### config.mk
export PLATFORM = sky130hd
export DESIGN_NAME = tx_pop_ctrl
export DESIGN_NICKNAME = d
export VERILOG_FILES = /design/src/source/eth_tx_pkg.sv /design/src/source/tx_pop_ctrl.sv
export SDC_FILE = /design/constraint.sdc
export NUM_CORES = 1
export LEC_CHECK = 0
export BUFFER_PORTS_ARGS = -buffer_cell sky130_fd_sc_hd__buf_2
export CAP_MARGIN = 15
export CELL_PAD_IN_SITES_DETAIL_PLACEMENT = 0
export CELL_PAD_IN_SITES_GLOBAL_PLACEMENT = 1
export CORE_ASPECT_RATIO = 0.75
export CORE_MARGIN = 4
export CORE_UTILIZATION = 25
export CTS_CLUSTER_SIZE = 28
export DETAILED_ROUTE_END_ITERATION = 8
export PLACE_DENSITY_LB_ADDON = 0.1
export SYNTH_ARGS = -nofsm -noshare
export SYNTH_HDL_FRONTEND = slang
export SYNTH_SLANG_ARGS = --single-unit
### constraint.sdc
create_clock -name tx_clk -period 2.4 [get_ports tx_clk]
set_input_delay 0.12 -clock tx_clk [delete_from_list [all_inputs] [get_ports tx_clk]]
set_output_delay 0.12 -clock tx_clk [all_outputs]
set_load 0.02 [all_outputs]
### src/source/eth_tx_pkg.sv
package eth_tx_pkg;

	//////////////////////////////////////////////////
	// Register map

	localparam int REG_ADDR_BITS = 8;

	// Bit 0 reads back the link state
	localparam logic [REG_ADDR_BITS-1:0] REG_STAT    = 8'h00;
	// Any write queues the frame in progress
	localparam logic [REG_ADDR_BITS-1:0] REG_COMMIT  = 8'h20;
	// Expected frame length in bytes
	localparam logic [REG_ADDR_BITS-1:0] REG_LENGTH  = 8'h40;
	// Sequential word write
	localparam logic [REG_ADDR_BITS-1:0] REG_TX_WORD = 8'h60;
	// Buffer window, every address from here up
	localparam logic [REG_ADDR_BITS-1:0] REG_TX_BUF  = 8'h80;

	//////////////////////////////////////////////////
	// Sizes and flow control

	// Byte lengths and word counts, frames up to 2047 bytes
	localparam int LEN_BITS        = 11;
	localparam int DATA_FIFO_DEPTH = 256;
	localparam int LEN_FIFO_DEPTH  = 8;
	// Matches the downstream buffer size
	localparam int TX_CREDITS      = 4;
	localparam int CREDIT_BITS     = $clog2(TX_CREDITS + 1);

	//////////////////////////////////////////////////
	// Shared types

	// Host bus request
	typedef struct packed {
		logic                     sel;
		logic                     enable;
		logic                     write;
		logic [REG_ADDR_BITS-1:0] addr;
		logic [31:0]              wdata;
	} reg_req_t;

	// Host bus response
	typedef struct packed {
		logic        ready;
		logic [31:0] rdata;
		logic        slverr;
	} reg_rsp_t;

	// Stored word, nbytes is 1 to 4
	typedef struct packed {
		logic [31:0] data;
		logic [2:0]  nbytes;
	} tx_word_t;

	// Word count of one queued frame
	typedef logic [LEN_BITS-1:0] tx_len_t;

	// Output beat toward the MAC
	typedef struct packed {
		logic [31:0] data;
		logic [3:0]  keep;
		logic        last;
	} tx_beat_t;

endpackage
### src/source/tx_pop_ctrl.sv
`timescale 1ns/1ps

module tx_pop_ctrl import eth_tx_pkg::*; (
	input  logic    tx_clk,
	input  logic    rst_n,
	input  logic    link_up,
	input  logic    len_empty,
	output logic    len_rd_en,
	input  tx_len_t len_rd,
	input  logic    data_empty,
	output logic    data_rd_en,
	input  logic    credit_return,
	output logic    word_taken,
	output logic    last_word
);

	typedef enum logic [1:0] {
		ST_IDLE,
		ST_HDR,
		ST_SEND
	} state_t;

	state_t                 state;
	tx_len_t                words_left;
	logic [CREDIT_BITS-1:0] credits;

	//////////////////////////////////////////////////
	// Pop strobes

	// Header pop straight out of idle
	assign len_rd_en  = (state == ST_IDLE) && link_up && !len_empty;
	// One word per cycle while the MAC has room
	assign data_rd_en = (state == ST_SEND) && link_up && (credits != '0) && !data_empty;

	always_ff @(posedge tx_clk or negedge rst_n) begin
		if (!rst_n) begin
			state      <= ST_IDLE;
			words_left <= '0;
			word_taken <= 1'b0;
			last_word  <= 1'b0;
		end else begin
			// Word data is out of the FIFO one cycle after the pop
			word_taken <= data_rd_en;
			last_word  <= data_rd_en && (words_left == LEN_BITS'(1));
			if (!link_up) begin
				state      <= ST_IDLE;
				words_left <= '0;
			end else begin
				case (state)
					ST_IDLE: begin
						if (len_rd_en)
							state <= ST_HDR;
					end
					// Header word count is valid now
					ST_HDR: begin
						words_left <= len_rd;
						state      <= (len_rd != '0) ? ST_SEND : ST_IDLE;
					end
					ST_SEND: begin
						if (data_rd_en) begin
							words_left <= words_left - 1'b1;
							if (words_left == LEN_BITS'(1))
								state <= ST_IDLE;
						end
					end
					default: state <= ST_IDLE;
				endcase
			end
		end
	end

	//////////////////////////////////////////////////
	// Credit counter

	always_ff @(posedge tx_clk or negedge rst_n) begin
		if (!rst_n) begin
			credits <= CREDIT_BITS'(TX_CREDITS);
		end else begin
			case ({data_rd_en, credit_return})
				2'b10:   credits <= credits - 1'b1;
				2'b01:   credits <= credits + 1'b1;
				default: credits <= credits;
			endcase
		end
	end

	// MAC returns no more credits than it was given
	assert property (@(posedge tx_clk) disable iff (!rst_n)
		credits <= CREDIT_BITS'(TX_CREDITS))
		else $error("credit count above TX_CREDITS");

endmodule

==> summary by stage, run 1 <==
Outcome
The run finished with clean final reports.

Setup path
The maximum fanout along the worst path is 7. The worst setup path is of the flip-flop to flip-flop kind. STA puts the critical path data arrival time at 2.33 ns.

STA puts the critical path data required time at 2.58 ns. The type of destination of the critical path is a flip-flop. STA classifies the critical path startpoint as a flip-flop.

Power and ir drop
The power per cell area is 672.2 nW/um^2. Power comes to 946.2 uW. The share of total power dissipated in combinational logic is 0.339. For this design the total switching power over the nets is 322.5 uW. The internal portion of the total power is 623.7 uW. Of the total power, the share spent switching nets is 0.3408. The sequential group share of total power is 0.429.

The maximum resistive drop on vdd is 0.2420 mV. The relative contribution of the clock network to total power is 0.231. The cell leakage power is 0.0006226 uW.

Yosys
In the synthesized netlist the dominant register cell turns out to be sky130_fd_sc_hd__dfrtp_1. By area the synthesized netlist is led by sky130_fd_sc_hd__dfrtp_1, sky130_fd_sc_hd__o21ai_0, sky130_fd_sc_hd__nor3_1, sky130_fd_sc_hd__ha_1, sky130_fd_sc_hd__nor4_1. The share of synthesized area in the top cell type comes to 0.3692. Of the total synthesized cell area, the portion taken by AND, OR, NAND and NOR gates is 0.2476.

Of the total synthesized cell area, the portion taken by XOR and XNOR cells is 0.03040. Summed over all instances, the cell type with the most area after synthesis is sky130_fd_sc_hd__dfrtp_1. Of the total synthesized cell area, the portion taken by full adders, half adders and majority gates is 0.04995. The count of flip-flops with a built-in enable after synthesis is 0. In this run, synthesis produced a sequential element count of 18. Yosys printed 0 warnings.

The share of flip-flops with an asynchronous set or reset is 1.000. Synthesis produced a netlist with a net count of 144. After synthesis the cells add up to 1152 sq um. After synthesis, the share of cell area in mux cells is 0.01846.

The main combinational cell family by area after synthesis is simple AND/OR/NAND/NOR gates. In the synthesized netlist, the number of instances is 123. In this run the mean area of a mapped cell was 9.369 sq um. The share of the Yosys chip area taken by registers is 0.3920. The complex-gate fraction of the synthesized area is 0.2237. The number of distinct library cells after synthesis is 46.

Clock tree
The root buffer selected by CTS is sky130_fd_sc_hd__clkbuf_8. The insertion delay of the later-clocked pin in the worst-skew pair is 0.26 ns. The maximum level of the CTS H-tree is 1. TritonCTS built the clock tree. The clock net sink count is 18.

The number of clock buffers inserted by TritonCTS is 3. Once the clock tree was built, the setup fixing pass inserted 0 buffers. The clock edge transition at the registers on the reported setup and hold paths is 0.06 ns.

The maximum clock path buffer count is 2.

Finish
The antenna diode instance count is 0. Summing all flip-flop and latch instances after layout gives 451.7 sq um. The layout has 484 filler cells.

In the final layout, the multi-input gates occupy 661.9 sq um. In the final layout, the share of cells above drive strength 1 is 0.2568. The count of placed standard cells in the final layout, fillers left out is 205. For this run, the post-layout net count is 170. From synthesis to final layout, the design area changed by 22.15%.

Hold path
The min-delay analysis places its worst path in the category input pin to flip-flop.

Routing
The DRC violation count after routing is 0. For this block, the routed nets add up to 3.247 mm of wire. After detailed routing, the average wire length per cell comes to 15.84 microns. The number of DRC violations after detailed-routing iteration 0 is 75. The routed via count is 1072.

The first-pass iteration count of the detailed router is 4. Using the TritonRoute via totals, the vias-per-cell ratio works out to 5.229. In this run the remaining antenna-violating nets after routing total 0.

GRT
The number of antenna violations at the first check in global routing was 0. The total global routing overflow is 0. The overall fraction of global-route tracks in use is 0.1233. Entering global routing, the biggest net connects 19 pins. The via count of the first global-routing pass is 1052.

The global-route wire length before repair is 5.402 mm.

Die
The die covers 5771 sq um. The initialized floorplan defines 21 standard-cell rows. The die outline width is 86.40 microns. For this configuration, the core starts out at a cell density of 0.2580. In this run the count of I/O pins placed on the die edge is 21. From bottom edge to top edge, the die measures 66.80 microns. The core box area is 4467 sq um.

Timing
For the pin with the worst max-slew slack, the measured transition is 0.5387 ns. The final setup skew is 0.007316 ns. The post-route minimum period is 2.144 ns. The total count of hold-check failures in the final report is 0. The worst setup margin is 0.2563 ns. Setup violations remaining at the end of the flow were counted as 0.

Setup total negative slack on the finished layout was measured at 0 ns. In this run the tightest slew margin relative to its limit is 0.6403. Setup repair after global routing left no endpoint under its margin.

For this run, the top clock speed supported by timing is 466.5 MHz. Dividing the final minimum period by the clock period gives 0.8932. The number of slew-limit violations in the final report came to 0.

Placed design
The count of input and output buffers is 20. The worst slack at placement is -0.04123 ns. Including well taps, the total number of placed cells is 200. The final weighted congestion of routability-driven global placement is 0.7880.

The placed wire-length estimate after detailed placement is 2.466 mm.

Flow run
Across the run, the number of max-cap violations was 0.
-- Yosys cell counts, types with 2 or more instances --
library cell and n:
sky130_fd_sc_hd__nor4b_1 2, sky130_fd_sc_hd__o2bb2ai_1 2, sky130_fd_sc_hd__a22oi_1 3, sky130_fd_sc_hd__xor2_1 2
sky130_fd_sc_hd__a22o_1 2, sky130_fd_sc_hd__a21oi_1 4, sky130_fd_sc_hd__clkbuf_1 4, sky130_fd_sc_hd__and2_1 2
sky130_fd_sc_hd__ha_1 3, sky130_fd_sc_hd__a21o_1 3, sky130_fd_sc_hd__nand3_1 4, sky130_fd_sc_hd__nor4_1 6
sky130_fd_sc_hd__nand2b_1 2, sky130_fd_sc_hd__or3_1 2, sky130_fd_sc_hd__nor3_1 8, sky130_fd_sc_hd__nor2b_1 2
sky130_fd_sc_hd__dfrtp_1 17, sky130_fd_sc_hd__nor2_1 8, sky130_fd_sc_hd__nor3b_1 2, sky130_fd_sc_hd__inv_1 4
sky130_fd_sc_hd__nand2_1 3, sky130_fd_sc_hd__o21ai_0 13, sky130_fd_sc_hd__xnor2_1 2
-- critical path, stage by stage (launching register included) --
cell	delay, ns
sky130_fd_sc_hd__dfrtp_1	0.39
sky130_fd_sc_hd__nor3_2	0.43
sky130_fd_sc_hd__or3_1	0.23
sky130_fd_sc_hd__ha_1	0.19
sky130_fd_sc_hd__inv_1	0.06
sky130_fd_sc_hd__fa_1	0.37
sky130_fd_sc_hd__xor2_1	0.15
sky130_fd_sc_hd__nor2_1	0.11
sky130_fd_sc_hd__xor2_1	0.15
-- cells by family (layout without fill, tap and decap cells) --
group,Yosys count,in the layout
flip-flops,18,18
AND/OR/NAND/NOR,48,48
multiplexers,2,2
XOR/XNOR,4,4
adder cells (fa/ha/maj),4,4
AO/OA/AOI/OAI,36,36
buffers and inverters,11,36
-- metal layers --
layer,share of wire,track usage,vias to the layer above
met2,0.47,0.1927,29
met1,0.48,0.1702,524
met3,0.043,0.03090,2
met4,0.0065,0.02918,0
met5,0,0,-
li1,-,-,517
-- final cells by class --
type / count / share of cell area
inverter: 4 / 0.01067
tap: 57 / 0.05067
sequential: 18 / 0.3209
multi-input combinational: 94 / 0.4702
clock buffer: 4 / 0.03200
timing repair buffer: 28 / 0.1156
-- registers in the layout, indices dropped and copies added (netlist names) --
register	flops
credits	3
words_left	11
last_word	1
state	2
word_taken	1
-- power groups by stage --
| stage | sequential [uW] | combinational, uW | clock [uW] |
|---|---|---|---|
| 2_1_floorplan | 401 | 217 | 0 |
| 3_3_place_gp | 405 | 318 | 0 |
| 3_5_place_dp | 406 | 323 | 0 |
| 4_1_cts | 407 | 326 | 230 |
| 5_1_grt | 416 | 359 | 245 |
| 6_report | 406 | 321 | 219 |
-- metrics by stage --
stage,hold slack [ns],utilization,cell area [sq um]
2_1_floorplan,-0.1756,-,1152
3_3_place_gp,0.1056,0.3017,1348
3_5_place_dp,0.09518,0.3017,1348
4_1_cts,0.02108,0.3151,1408
5_1_grt,0.01567,0.3151,1408
6_report,0.03126,0.3151,1408
-- layout by cell type (no fill, tap or decap), types with 2 or more instances in the layout --
cell                        netlist  routed
sky130_fd_sc_hd__nor3b_1          2       2
sky130_fd_sc_hd__o21ai_0         13      13
sky130_fd_sc_hd__clkbuf_8         0       3
sky130_fd_sc_hd__buf_4            0       7
sky130_fd_sc_hd__a21o_1           3       3
sky130_fd_sc_hd__xnor2_1          2       2
sky130_fd_sc_hd__nand2_1          3       3
sky130_fd_sc_hd__nor3_1           8       7
sky130_fd_sc_hd__nor2_1           8       8
sky130_fd_sc_hd__nor2b_1          2       2
sky130_fd_sc_hd__o2bb2ai_1        2       2
sky130_fd_sc_hd__nand3_1          4       4
sky130_fd_sc_hd__nand2b_1         2       2
sky130_fd_sc_hd__xor2_1           2       2
sky130_fd_sc_hd__inv_1            4       4
sky130_fd_sc_hd__and2_1           2       2
sky130_fd_sc_hd__nor4_1           6       6
sky130_fd_sc_hd__buf_2            1      20
sky130_fd_sc_hd__nor4b_1          2       2
sky130_fd_sc_hd__ha_1             3       3
sky130_fd_sc_hd__a21oi_1          4       4
sky130_fd_sc_hd__dfrtp_1         17      17
sky130_fd_sc_hd__a22o_1           2       2
sky130_fd_sc_hd__or3_1            2       2
sky130_fd_sc_hd__a22oi_1          3       3
-- timing repair --
action                                  in CTS  in global routing
endpoints found under the hold margin       17                  0
hold buffers                                 1                  0
resized for setup                            1                  0
endpoints found under the setup margin       2                  0
-- path summary, 6_finish.rpt --
| kind | end | slack, ns | startpoint | depth (start not counted) |
|---|---|---|---|---|
| worst min register to register | words_left[10]$_DFFE_PN0P_ | 0.49 | words_left[10]$_DFFE_PN0P_ | 1 |
| max in group asynchronous | credits[2]$_DFFE_PN1P_ | 1.73 | rst_n | 2 |
| min in group asynchronous | words_left[3]$_DFFE_PN0P_ | 0.33 | rst_n | 2 |
| worst max register to register | credits[2]$_DFFE_PN1P_ | 0.26 | credits[0]$_DFFE_PN0P_ | 8 |
| worst min-delay path | state[0]$_DFFE_PN0P_ | 0.03 | len_empty | 2 |
| worst max-delay path | credits[2]$_DFFE_PN1P_ | 0.26 | credits[0]$_DFFE_PN0P_ | 8 |
(Power assumes the default switching activity.)
==> run 2, diff against run 1 <==
--- a/config.mk
+++ b/config.mk
@@ -12,8 +12,9 @@
 export CORE_ASPECT_RATIO = 0.75
 export CORE_MARGIN = 4
 export CORE_UTILIZATION = 25
-export CTS_CLUSTER_SIZE = 28
+export CTS_CLUSTER_SIZE = 14
 export DETAILED_ROUTE_END_ITERATION = 8
+export GPL_TIMING_DRIVEN = 0
 export PLACE_DENSITY_LB_ADDON = 0.1
 export SYNTH_ARGS = -nofsm -noshare
 export SYNTH_HDL_FRONTEND = slang
==> summary by stage, run 2 (synthesis gave the netlist of run 1 again) <==
Die
The row count is 21 (unchanged). The height of the chip is 66.80 microns (unchanged). The boundary pin count is 21 (unchanged).

The core box area is 4467 sq um (unchanged). The initial standard-cell utilization of the core is 0.2580 (unchanged). The area of the die came to 5771 sq um (unchanged). The die outline width is 86.40 microns (unchanged).

Setup path
The worst stage delay on the critical path is 0.41 ns (-0.02 ns). The capture instance of the worst register-to-register path is credits[1]$_DFFE_PN0P_. The worst setup path is launched from a flip-flop.

The maximum fanout along the worst path was 10 (+3). The critical path class is flip-flop to flip-flop. The worst reg-to-reg path cell count is 7 (-1).

The critical path required time is 2.55 ns (-0.03 ns). The register-to-register path setup slack came to 0.14 ns (-0.11 ns). The startpoint identified for the worst register-to-register timing path is state[0]$_DFFE_PN0P_. The worst setup path is captured at a flip-flop. The family of cells with the greatest summed delay on the critical path is adder cells. Walking the worst path, the cells encountered are clkbuf_1 -> nand3b_1 -> or3_1 -> ha_1 -> inv_1 -> fa_1 -> mux2_2.

The endpoint arrival time on the critical path is 2.40 ns (+0.07 ns). The count of buffering cells on the critical path with inverters included was 2 (+1). On the critical path, the stage with the largest delay is an instance of sky130_fd_sc_hd__fa_1.

Power and ir drop
The cell leakage power is 0.0006125 uW (-1.6%). The net switching power figure is 346.4 uW (+7.4%). The share of power burned in combinational logic is 0.307 (-0.032). The power per cell area is 704.0 nW/um^2 (+4.7%). The relative contribution of the clock network to total power is 0.264 (+0.033). The internal power of the cells is 639.3 uW (+2.5%). The proportion of total power due to net switching is 0.3514 (+0.01058). The sequential group share of total power is 0.429 (about the same).

The maximum resistive drop on vdd is 0.3620 mV (+50%). The post-layout total power is 985.7 uW (+4.2%).

Timing
The number of endpoints failing setup at the final stage is 0 (unchanged). The fmax is 442.8 MHz (-5.1%). The post-route minimum period is 2.258 ns (+0.1144 ns). The headroom to the max-slew limit is 0.6577 (+0.01737). The total count of hold-check failures in the final report is 0 (unchanged).

Setup repair after global routing left no endpoint under its margin. The setup TNS was 0 ns (unchanged). The portion of the clock cycle consumed by the worst path in the final layout was 0.9409 (+0.04768). The hold slack is 0.02701 ns (-0.004249 ns). The transition time at the pin with the least slew margin came to 0.5101 ns (-0.02861 ns). The number of slew-limit violations in the final report was 0 (unchanged).

The final setup skew is 0.005173 ns (-0.002143 ns).

GRT
The overall fraction of global-route tracks in use was 0.1312 (+0.007921). The maximum number of pins on one net before global-route repair was 19 (unchanged). The global-route wire length before repair came to 5.727 mm (+6.0%).

The total global routing overflow is 0 (unchanged). The via count of the first global-routing pass is 1110 (+5.5%). The number of antenna violations at the first check in global routing was 0 (unchanged).

Clock tree
The clock net sink count is 18 (unchanged). The maximum level of the CTS H-tree came to 1 (unchanged). The insertion delay of the later-clocked pin in the worst-skew pair is 0.26 ns (about the same). The tree is rooted in a sky130_fd_sc_hd__clkbuf_8. The maximum clock path buffer count was 2 (unchanged). The clock edge transition at the registers on the reported setup and hold paths is 0.07 ns (about the same). TritonCTS built the clock tree. The number of clock buffers inserted by TritonCTS is 3 (unchanged).

Hold path
The worst min-delay path startpoint is len_empty. The type of the tightest min-delay check is input pin to flip-flop. The capture endpoint of the worst hold path is state[0]$_DFFE_PN0P_. The number of instances on the worst hold path is 2 (unchanged).

Finish
The fraction of layout cells with a size suffix above 1 came to 0.2381 (-0.01866). The number of flip-flops under the largest register name is 11 (unchanged). Leaving out fill and tap cells, the most frequent cell in the layout is sky130_fd_sc_hd__buf_2. The cell area after layout was 1400 sq um (-0.53%).

The post-synthesis to final-layout area growth is 21.50%. The final-stage net count is 169 (-0.59%). In the layout the commonest cells are sky130_fd_sc_hd__buf_2, sky130_fd_sc_hd__dfrtp_1, sky130_fd_sc_hd__o21ai_0. The largest registers in the layout are words_left (11), credits (3), state (2).

The antenna diode instance count came to 0 (unchanged). The count of placed standard cells in the final layout, fillers left out came to 204 (-0.49%). The most flop-heavy register is words_left.

Outcome
The run finished with clean final reports.

Routing
The routed via count is 1066 (-0.56%). The routed wirelength normalized by instance count was 16.42 microns (+3.6%). The mean number of vias per cell is 5.225 (about the same).

The first-pass iteration count of the detailed router is 4 (unchanged). The count of nets left with antenna violations after detail routing is 0 (unchanged). The DRC violation count after routing came to 0 (unchanged). The final wirelength is 3.349 mm (+3.1%). The number of DRC violations after detailed-routing iteration 0 is 41 (-45%).

Placed design
The total instance count after detailed placement is 200 (unchanged). The placed wire-length estimate after detailed placement is 2.483 mm (+0.71%). The instance area after placement was 1324 sq um (-1.8%). The count of input and output buffers is 20 (unchanged).

The final weighted congestion of routability-driven global placement is 0.7475 (-5.1%).

Flow run
The number of violations of the max-capacitance limit is 0 (unchanged).
[run 2: changes by cell type in the layout (fill, tap and decap cells not counted)]
cell | before | now
sky130_fd_sc_hd__buf_1 | 0 | 1
sky130_fd_sc_hd__buf_2 | 20 | 21
sky130_fd_sc_hd__buf_4 | 7 | 1
sky130_fd_sc_hd__clkbuf_1 | 1 | 2
sky130_fd_sc_hd__clkbuf_2 | 0 | 1
sky130_fd_sc_hd__clkbuf_8 | 3 | 4
sky130_fd_sc_hd__nor3_2 | 1 | 0
sky130_fd_sc_hd__nor3_4 | 0 | 1
sky130_fd_sc_hd__o21ai_0 | 13 | 12
sky130_fd_sc_hd__o21ai_1 | 0 | 1
[run 2: metal layers]
metal	vias to the layer above	wire, microns	track usage
li1	516	-	-
met1	520	1685	0.1898
met2	26	1461	0.1899
met3	4	166	0.03090
met4	0	36	0.04280
met5	-	0	0
[run 2: cell type report]
cell class | instances | area [sq um]
Inverter | 4 | 15.01
Clock buffer | 4 | 55.05
Multi-Input combinational cell | 94 | 668.1
Tap cell | 57 | 71.32
Timing Repair Buffer | 22 | 117.6
Fill cell | 492 | 3067
Buffer | 5 | 21.27
Sequential cell | 18 | 451.7
[run 2: power groups by stage]
| stage | Combinational (uW) | Clock, uW | Sequential (uW) |
|---|---|---|---|
| 3_5_place_dp | 302 | 0 | 411 |
| 6_report | 302 | 260 | 423 |
| 3_3_place_gp | 297 | 0 | 411 |
| 4_1_cts | 308 | 270 | 411 |
| 5_1_grt | 344 | 283 | 433 |
| 2_1_floorplan | 217 | 0 | 401 |
[run 2: metrics by stage]
step | worst slack [ns] | utilization
after floorplan | 0.1565 | -
after global placement | -0.1565 | 0.2964
after detailed placement | -0.1970 | 0.2964
after CTS | 0.1046 | 0.3137
after global routing | 0.007278 | 0.3134
final | 0.1418 | 0.3134
[run 2: worst reg2reg max path: cells and delay by family, from the launching register on]
family        cells  cell delay (ns)
mux               1             0.27
simple gates      2             0.61
fa+ha+maj         2             0.65
buf+inv           2             0.26
flops             1             0.36
[run 2: worst max-delay path by stage]
stage                         start                     end  slack, ns  depth (start not counted)
3_3_place_gp   state[1]$_DFFE_PN0P_  credits[1]$_DFFE_PN0P_      -0.16                          7
3_5_place_dp   state[1]$_DFFE_PN0P_  credits[1]$_DFFE_PN0P_      -0.20                          7
2_1_floorplan  state[0]$_DFFE_PN0P_  credits[1]$_DFFE_PN0P_       0.16                          7
6_report       state[0]$_DFFE_PN0P_  credits[1]$_DFFE_PN0P_       0.14                          7
5_1_grt        state[0]$_DFFE_PN0P_  credits[1]$_DFFE_PN0P_      0.007                          7
4_1_cts        state[1]$_DFFE_PN0P_  credits[1]$_DFFE_PN0P_       0.10                          7
[run 2: what timing repair did]
item	in CTS	in global routing
pin swaps	1	0
hold buffers	1	0
endpoints found under the setup margin	2	6
setup buffers	1	0
hold endpoints to repair	17	0
gates resized for setup	1	2
